`src/vid_pkg.sv`:
```
// ==========================================================
// Shared geometry, widths and bus structs for the tile video
// subsystem. Every module refers to these by scoped name.
// ==========================================================

package vid_pkg;

    // Screen geometry in pixels and lines
    localparam int H_TOTAL   = 48;
    localparam int H_VISIBLE = 32;
    localparam int V_TOTAL   = 20;
    localparam int V_VISIBLE = 16;

    // Pixel periods from h/v to rgb
    localparam int PXL_DLY = 10;

    localparam int TILE_COLS = 4;

    localparam logic [3:0] CHAR_TRANSP = 4'hf;

    typedef logic [5:0]  hpos_t;
    typedef logic [4:0]  vpos_t;
    typedef logic [7:0]  code_t;
    typedef logic [3:0]  nibble_t;
    // Tile code bits 7:6, then the nibble
    typedef logic [5:0]  scr_pxl_t;
    typedef logic [6:0]  pal_idx_t;
    // Tile code, then row within the tile
    typedef logic [10:0] chrom_addr_t;
    // Map row, then map column
    typedef logic [9:0]  map_addr_t;
    // Eight nibbles, column 0 in the low nibble
    typedef logic [31:0] gfx_row_t;

    typedef struct packed {
        logic [3:0] r;
        logic [3:0] g;
        logic [3:0] b;
    } rgb_t;

    typedef struct packed {
        logic       we;
        logic [2:0] addr;
        code_t      data;
    } cpu_wr_t;

    typedef struct packed {
        logic     we;
        pal_idx_t addr;
        rgb_t     data;
    } prog_wr_t;

    typedef struct packed {
        logic [7:0] hpos;
        logic [7:0] vpos;
    } scroll_t;

endpackage

```
`src/vid_timing.sv`:
```
// ==========================================================
// Video timing generator. Makes the pixel enable, the h/v
// counters and the active-high visible flags for all layers.
// ==========================================================

module vid_timing (
    input  logic           clk,
    input  logic           arst_n,
    output logic           pxl_cen,
    output vid_pkg::hpos_t h,
    output vid_pkg::vpos_t v,
    output logic           lhbl,
    output logic           lvbl
);

    vid_pkg::hpos_t h_nxt;
    vid_pkg::vpos_t v_nxt;

    always_comb begin
        h_nxt = h + 1'b1;
        v_nxt = v;
        if (h == vid_pkg::hpos_t'(vid_pkg::H_TOTAL - 1)) begin
            h_nxt = '0;
            if (v == vid_pkg::vpos_t'(vid_pkg::V_TOTAL - 1)) begin
                v_nxt = '0;
            end else begin
                v_nxt = v + 1'b1;
            end
        end
    end

    // Flags are decoded from the next count so they line up with h and v
    always_ff @(posedge clk or negedge arst_n) begin
        if (!arst_n) begin
            pxl_cen <= 1'b0;
            h       <= '0;
            v       <= '0;
            // Position 0,0 lies in the visible area
            lhbl    <= 1'b1;
            lvbl    <= 1'b1;
        end else begin
            pxl_cen <= ~pxl_cen;
            if (pxl_cen) begin
                h    <= h_nxt;
                v    <= v_nxt;
                lhbl <= h_nxt < vid_pkg::hpos_t'(vid_pkg::H_VISIBLE);
                lvbl <= v_nxt < vid_pkg::vpos_t'(vid_pkg::V_VISIBLE);
            end
        end
    end

endmodule

```
`src/vid_char.sv`:
```
// ==========================================================
// Fixed character layer. The CPU writes eight tile codes;
// each tile row is fetched from the character ROM one tile
// ahead and shifted out a nibble per pixel enable.
// ==========================================================

module vid_char (
    input  logic                  clk,
    input  logic                  arst_n,
    input  logic                  pxl_cen,
    input  vid_pkg::hpos_t        h,
    input  vid_pkg::vpos_t        v,
    input  vid_pkg::cpu_wr_t      cpu_wr,
    output vid_pkg::chrom_addr_t  char_addr,
    input  vid_pkg::gfx_row_t     char_data,
    output vid_pkg::nibble_t      char_pxl
);

    vid_pkg::code_t    tile_ram [8];
    vid_pkg::code_t    code;
    vid_pkg::gfx_row_t shifter;
    logic [2:0]        tile_col;
    logic [1:0]        tile_row;
    logic [2:0]        tile_idx;
    logic              in_grid;

    // CPU port, taken on any clock
    always_ff @(posedge clk) begin
        if (cpu_wr.we) begin
            tile_ram[cpu_wr.addr] <= cpu_wr.data;
        end
    end

    assign tile_col = h[5:3];
    assign tile_row = v[4:3];
    assign tile_idx = 3'(int'(tile_row) * vid_pkg::TILE_COLS + int'(tile_col));
    assign in_grid  = (int'(tile_col) < vid_pkg::TILE_COLS) &&
                      (v < vid_pkg::vpos_t'(vid_pkg::V_VISIBLE));

    // Blank area shows tile 0
    assign code = in_grid ? tile_ram[tile_idx] : '0;

    // Address goes out at column 6, data is back before column 7 ends
    always_ff @(posedge clk or negedge arst_n) begin
        if (!arst_n) begin
            char_addr <= '0;
        end else if (pxl_cen && h[2:0] == 3'd6) begin
            char_addr <= {code, v[2:0]};
        end
    end

    // Output trails h by one whole tile
    always_ff @(posedge clk) begin
        if (pxl_cen) begin
            if (h[2:0] == 3'd7) begin
                shifter <= char_data;
            end else begin
                shifter <= {vid_pkg::CHAR_TRANSP, shifter[31:4]};
            end
        end
    end

    assign char_pxl = shifter[3:0];

endmodule

```
`src/vid_scroll.sv`:
```
// ==========================================================
// Scrolling background layer. Reads the tile map and the
// graphics row at the scrolled position and shifts out the
// nibbles with the palette bits of the tile code.
// ==========================================================

module vid_scroll (
    input  logic                  clk,
    input  logic                  arst_n,
    input  logic                  pxl_cen,
    input  vid_pkg::hpos_t        h,
    input  vid_pkg::vpos_t        v,
    input  vid_pkg::scroll_t      scroll,
    output vid_pkg::map_addr_t    map_addr,
    input  vid_pkg::code_t        map_data,
    output vid_pkg::chrom_addr_t  scr_addr,
    input  vid_pkg::gfx_row_t     scr_data,
    output vid_pkg::scr_pxl_t     scr_pxl
);

    vid_pkg::scroll_t  scroll_l;
    vid_pkg::hpos_t    h_la;
    vid_pkg::vpos_t    v_la;
    vid_pkg::gfx_row_t shifter;
    logic              wrap;
    logic [7:0]        x_la;
    logic [7:0]        y_la;
    logic [2:0]        row_l;
    logic [1:0]        pal_l;
    logic [1:0]        pal_sh;

    // One position per frame, taken early in the last blank line
    always_ff @(posedge clk or negedge arst_n) begin
        if (!arst_n) begin
            scroll_l <= '0;
        end else if (pxl_cen && h == '0 &&
                     v == vid_pkg::vpos_t'(vid_pkg::V_TOTAL - 1)) begin
            scroll_l <= scroll;
        end
    end

    // Fetch looks two pixels ahead, to the pixel where the row gets loaded.
    // Tiles that straddle the line wrap keep their visible part after it.
    assign wrap = h >= vid_pkg::hpos_t'(vid_pkg::H_TOTAL - 2);
    assign h_la = wrap ? h - vid_pkg::hpos_t'(vid_pkg::H_TOTAL - 2)
                       : h + vid_pkg::hpos_t'(2);

    always_comb begin
        v_la = v;
        if (wrap) begin
            if (v == vid_pkg::vpos_t'(vid_pkg::V_TOTAL - 1)) begin
                v_la = '0;
            end else begin
                v_la = v + 1'b1;
            end
        end
    end

    // Modulo 256 map coordinates
    assign x_la = 8'(h_la) + scroll_l.hpos;
    assign y_la = 8'(v_la) + scroll_l.vpos;

    // Phase 7 map read, phase 0 graphics read, phase 1 load
    always_ff @(posedge clk or negedge arst_n) begin
        if (!arst_n) begin
            map_addr <= '0;
            scr_addr <= '0;
        end else if (pxl_cen) begin
            case (x_la[2:0])
                3'd7:    map_addr <= {y_la[7:3], x_la[7:3]};
                3'd0:    scr_addr <= {map_data, row_l};
                default: ;
            endcase
        end
    end

    always_ff @(posedge clk) begin
        if (pxl_cen) begin
            if (x_la[2:0] == 3'd7) begin
                row_l <= y_la[2:0];
            end
            if (x_la[2:0] == 3'd0) begin
                pal_l <= map_data[7:6];
            end
            if (x_la[2:0] == 3'd1) begin
                shifter <= scr_data;
                pal_sh  <= pal_l;
            end else begin
                shifter <= {4'h0, shifter[31:4]};
            end
        end
    end

    assign scr_pxl = {pal_sh, shifter[3:0]};

endmodule

```
`src/vid_colmix.sv`:
```
// ==========================================================
// Colour mixer. Puts characters over the scroll layer, looks
// the result up in the programmable palette and blanks it.
// Adds two pixel periods to the layer outputs.
// ==========================================================

module vid_colmix (
    input  logic               clk,
    input  logic               arst_n,
    input  logic               pxl_cen,
    input  logic               lhbl,
    input  logic               lvbl,
    input  vid_pkg::nibble_t   char_pxl,
    input  vid_pkg::scr_pxl_t  scr_pxl,
    input  vid_pkg::prog_wr_t  prog,
    output logic               lhbl_dly,
    output logic               lvbl_dly,
    output vid_pkg::rgb_t      rgb
);

    vid_pkg::rgb_t                pal_ram [2**$bits(vid_pkg::pal_idx_t)];
    vid_pkg::rgb_t                pal_rgb;
    vid_pkg::pal_idx_t            idx;
    logic [vid_pkg::PXL_DLY-1:0]  hbl_sr;
    logic [vid_pkg::PXL_DLY-1:0]  vbl_sr;

    // Palette programming port
    always_ff @(posedge clk) begin
        if (prog.we) begin
            pal_ram[prog.addr] <= prog.data;
        end
    end

    // Characters win unless transparent
    always_comb begin
        if (char_pxl != vid_pkg::CHAR_TRANSP) begin
            idx = {1'b1, 2'b00, char_pxl};
        end else begin
            idx = {1'b0, scr_pxl};
        end
    end

    always_ff @(posedge clk) begin
        if (pxl_cen) begin
            pal_rgb <= pal_ram[idx];
        end
    end

    // Blanking travels the whole pipeline, layers included
    always_ff @(posedge clk or negedge arst_n) begin
        if (!arst_n) begin
            hbl_sr <= '0;
            vbl_sr <= '0;
            rgb    <= '0;
        end else if (pxl_cen) begin
            hbl_sr <= {hbl_sr[vid_pkg::PXL_DLY-2:0], lhbl};
            vbl_sr <= {vbl_sr[vid_pkg::PXL_DLY-2:0], lvbl};
            // Tap one stage early so rgb and the flags change together
            if (hbl_sr[vid_pkg::PXL_DLY-2] && vbl_sr[vid_pkg::PXL_DLY-2]) begin
                rgb <= pal_rgb;
            end else begin
                rgb <= '0;
            end
        end
    end

    assign lhbl_dly = hbl_sr[vid_pkg::PXL_DLY-1];
    assign lvbl_dly = vbl_sr[vid_pkg::PXL_DLY-1];

endmodule

```
`src/vid_top.sv`:
```
// ==========================================================
// Top of the video subsystem. Connects the timing generator,
// the character and scroll layers and the colour mixer to
// the ROM, CPU, palette programming and video ports.
// ==========================================================

module vid_top (
    input  logic                  clk,
    input  logic                  arst_n,
    input  vid_pkg::cpu_wr_t      cpu_wr,
    input  vid_pkg::prog_wr_t     prog,
    input  vid_pkg::scroll_t      scroll,
    // Character ROM
    output vid_pkg::chrom_addr_t  char_addr,
    input  vid_pkg::gfx_row_t     char_data,
    // Scroll map and graphics ROMs
    output vid_pkg::map_addr_t    map_addr,
    input  vid_pkg::code_t        map_data,
    output vid_pkg::chrom_addr_t  scr_addr,
    input  vid_pkg::gfx_row_t     scr_data,
    // Video
    output vid_pkg::hpos_t        h,
    output vid_pkg::vpos_t        v,
    output logic                  lhbl,
    output logic                  lvbl,
    output logic                  lhbl_dly,
    output logic                  lvbl_dly,
    output vid_pkg::rgb_t         rgb
);

    logic              pxl_cen;
    vid_pkg::nibble_t  char_pxl;
    vid_pkg::scr_pxl_t scr_pxl;

    vid_timing u_timing (
        .clk      ( clk      ),
        .arst_n   ( arst_n   ),
        .pxl_cen  ( pxl_cen  ),
        .h        ( h        ),
        .v        ( v        ),
        .lhbl     ( lhbl     ),
        .lvbl     ( lvbl     )
    );

    vid_char u_char (
        .clk       ( clk       ),
        .arst_n    ( arst_n    ),
        .pxl_cen   ( pxl_cen   ),
        .h         ( h         ),
        .v         ( v         ),
        .cpu_wr    ( cpu_wr    ),
        .char_addr ( char_addr ),
        .char_data ( char_data ),
        .char_pxl  ( char_pxl  )
    );

    vid_scroll u_scroll (
        .clk      ( clk      ),
        .arst_n   ( arst_n   ),
        .pxl_cen  ( pxl_cen  ),
        .h        ( h        ),
        .v        ( v        ),
        .scroll   ( scroll   ),
        .map_addr ( map_addr ),
        .map_data ( map_data ),
        .scr_addr ( scr_addr ),
        .scr_data ( scr_data ),
        .scr_pxl  ( scr_pxl  )
    );

    vid_colmix u_colmix (
        .clk      ( clk      ),
        .arst_n   ( arst_n   ),
        .pxl_cen  ( pxl_cen  ),
        .lhbl     ( lhbl     ),
        .lvbl     ( lvbl     ),
        .char_pxl ( char_pxl ),
        .scr_pxl  ( scr_pxl  ),
        .prog     ( prog     ),
        .lhbl_dly ( lhbl_dly ),
        .lvbl_dly ( lvbl_dly ),
        .rgb      ( rgb      )
    );

endmodule

```
`config.mk`:
```
export PLATFORM = sky130hd
export DESIGN_NAME = vid_top
export DESIGN_NICKNAME = d
export VERILOG_FILES = /design/src/vid_pkg.sv /design/src/vid_timing.sv /design/src/vid_char.sv /design/src/vid_scroll.sv /design/src/vid_colmix.sv /design/src/vid_top.sv
export SDC_FILE = /design/constraint.sdc
export NUM_CORES = 1
export LEC_CHECK = 0
export BUFFER_PORTS_ARGS = -buffer_cell sky130_fd_sc_hd__buf_4
export CAP_MARGIN = 20
export CORE_AREA = 2 2 348 350
export CTS_CLUSTER_DIAMETER = 60
export DETAILED_ROUTE_END_ITERATION = 16
export DIE_AREA = 0 0 350 352
export PLACE_DENSITY = 0.52
export SETUP_SLACK_MARGIN = 0.15
export SLEW_MARGIN = 20
export SYNTH_ARGS = -nofsm -noshare
export SYNTH_HDL_FRONTEND = slang
export SYNTH_SLANG_ARGS = --single-unit
```
`constraint.sdc`:
```
create_clock -name clk -period 4.65 [get_ports clk]
set_input_delay 0.465 -clock clk [delete_from_list [all_inputs] [get_ports clk]]
set_output_delay 0.465 -clock clk [all_outputs]
set_load 0.005 [all_outputs]
```
==> results.md <==
- Status: complete, no violations
- Largest net degree at the start of global routing: 114
- Grt ovf: 0
- Critical Path AT: between 4 and 5 ns
- Layout cell share with drive strength beyond 1: 0.2383
- Post-synth EDFFs: about 1,100
- Total of max-cap violations: 0
- Routed vias/inst: 5.424
- Residual DRC count: 0
- Final hold vios: 0
- Ys Warns: 0
- Min-delay worst type: input port to flop
- Post-synth cell types: between 50 and 60
- Fmax: 0.2580 GHz
- Vias in the first global route: roughly 27,000
- Pwr Density: 403.6 nW/um2
- Sequential cell area: about 36,000 um2
- Most frequent cells in the layout: edfxtp_1 (1,107), nand2_1 (414), buf_4 (278), mux4_2 (138), clkbuf_16 (134)
- Async S/R FF share, synth: 0.07827
- Synth Flop Type: edfxtp_1
- CP max FO: about 110
- Critical Path End Type: flop
- Lkg Pwr: ~19 nW
- Die Y: ~350 um
- Die X: ~350 um
- Slew Limit Fails: 0
- DP HPWL: ~76,000 um
- Setup TNS: 0 ns
- Total track usage: 0.2060
- DRT Wirelength: ~130,000 um
- Rel. slew slack: 0.2321
- Number of DRC markers in iteration 0: about 2,400
- Root buffer cell: clkbuf_16
- Commonest non-fill, non-tap cell in the layout: edfxtp_1
- Initial antenna violation count: 3
- Rows: about 130
- Crit path required time: 5.25 ns
- #FFs+latches synth: 1,201
- I/O Pins: about 180
- Clock sink count: ~1,200
- Resized cells post-CTS: 0
- Wire per inst: approximately 26 um
- Placed cell areas: about 51,000 um2
- Routed Antenna Nets: 0
- Final setup viols: 0
- Final worst-path cycle share: 0.8336
- Total die area: 123,200 um2
- Area Growth Syn to Fin: 17.79%
- Clock slew at reported path FFs: approximately 0.06 ns
- GPL Wtd Cong: between 0.8 and 0.9
- Clk buf depth: 3
- Worst-margin pin slew: roughly 1.2 ns
- Layout Utilization: 0.4696
- Dpl ws: about 0.73 ns
- Post-Syn Area: approximately 48,000 um2
- Net Count, Synth: approximately 2,900
- TritonCTS clock tree: yes
- Fin worst setup slack: 0.7739 ns
- Footprint of the multi-input gates: between 10,000 and 15,000 um2
- Post-Synthesis Cells: approximately 2,700
- Peak supply drop: 0.3491 mV
- Vias: 25,920
- H-tree levels: 4
- Initial core utilization: 0.3986
- RSZ-0062 raised after global routing: no
- Critical Path Start Type: flop
- Filler Cell Count: between 10,000 and 15,000
- Latest clock arrival within the worst-skew pair: ~0.73 ns
- CTS Buf Count: around 130
- Syn avg cell area: 17.55 um2
- Final clock skew: between 0.015 and 0.02 ns
- Min cycle time layout: approximately 3.9 ns
- Core area: between 100,000 and 150,000 um2
- Buffers added on ports: 180
- Worst setup path class: flop to flop
- Global-route wire length before repair: about 180,000 um
- First-pass iteration count of the detailed router: 8
- Part of the Yosys area used for sequential elements: 0.7483
- Post-route design area: about 56,000 um2
- Final-stage net count: ~3,200
[power by group]
part / total [mW] / internal (mW) / switching [mW]
combinational: 0.576 / 0.230 / 0.346
sequential: 11.9 / 11.9 / 0.0434
clock: 10.1 / 5.81 / 4.29
total: 22.6 / 17.9 / 4.68
[critical path, stage by stage, from the launching register on]
cell	delay [ns]
edfxtp_1	0.44
buf_4	0.26
nand4b_1	0.18
and2_4	0.51
buf_12	0.60
mux4_2	0.34
mux2i_1	0.11
a211oi_1	0.92
a311o_1	0.29
[cell usage after synthesis, types with 23 or more instances]
master / instances / share of area
mux4_1: 34 / 0.019
mux4_2: 138 / 0.065
nand3_1: 118 / 0.012
o21ai_0: 43 / 0.0045
clkbuf_1: 60 / 0.0047
mux2_2: 102 / 0.024
o22ai_1: 23 / 0.0030
nor2_1: 126 / 0.0099
mux2i_1: 69 / 0.015
a31oi_1: 50 / 0.0066
nand2_1: 416 / 0.033
a32oi_1: 24 / 0.0044
dfrtp_1: 92 / 0.048
edfxtp_1: 1107 / 0.70
buf_2: 36 / 0.0038
nand4_1: 29 / 0.0038
[worst paths after layout]
kind                                    from                    end  slack (ns)  cells past startpoint
max                        u_char.shifter[3]    u_colmix.pal_rgb[1]        0.77                      8
min                            char_data[26]     u_char.shifter[26]        0.05                      2
max reg2reg                u_char.shifter[3]    u_colmix.pal_rgb[1]        0.77                      8
min reg2reg                u_scroll.pal_l[0]     u_scroll.pal_sh[0]        0.43                      0
max in group asynchronous             arst_n          u_timing.lhbl        3.24                      3
min in group asynchronous             arst_n  u_scroll.scroll_l[15]        0.35                      2
[registers in the layout, summed over array words and instances, names as in the netlist, 2 cells and up]
signal / flops
u_char.shifter: 32
u_scroll.scr_addr: 11
u_colmix.pal_ram: 960
u_timing.v: 5
u_scroll.pal_l: 2
u_scroll.pal_sh: 2
u_colmix.pal_rgb: 12
u_colmix.rgb: 12
u_colmix.hbl_sr: 10
u_scroll.row_l: 3
u_scroll.map_addr: 10
u_colmix.vbl_sr: 10
u_char.tile_ram: 64
u_timing.h: 6
u_scroll.scroll_l: 16
u_scroll.shifter: 32
u_char.char_addr: 11
[cells by family after synthesis]
| group | Yosys count | synth area share |
|---|---|---|
| compound gates | 216 | 0.03143 |
| xor+xnor | 16 | 0.002946 |
| simple gates | 747 | 0.06817 |
| mux | 343 | 0.1228 |
| fa+ha+maj | 19 | 0.005313 |
| flops | 1201 | 0.7483 |
| buf+inv | 168 | 0.02109 |
[metrics by stage]
stage | power (mW) | cells | hold slack [ns]
6_report | 22.62 | 4779 | 0.04893
3_5_place_dp | 12.69 | 4456 | 0.4135
5_1_grt | 23.30 | 4778 | 0.01878
4_1_cts | 22.85 | 4776 | 0.001566
2_1_floorplan | 12.29 | 2710 | 0.1694
3_3_place_gp | 12.67 | 4455 | 0.4147
[final cells by class]
cell class	instances	share of cell area
flip-flops and latches	1201	0.6353
multi-input cells	1341	0.1975
clock buffers	157	0.06174
repair buffers	370	0.05531
well taps	1612	0.03599
clock inverters	81	0.01308
inverters	14	0.0009378
diodes	3	0.0001340
[routing by layer]
layer / vias up / track usage / share of wire
met3: 224 / 0.04822 / 0.066
met1: 13560 / 0.2696 / 0.41
li1: 11340 / - / -
met4: 2 / 0.07147 / 0.031
met5: - / 0 / 0.000071
met2: 800 / 0.3368 / 0.49
[what timing repair did]
item,4_1_cts,5_1_grt
endpoints found under the hold margin,193,0
hold buffers,82,0
setup buffers,0,0
Power figures use the tool's default switching activity.
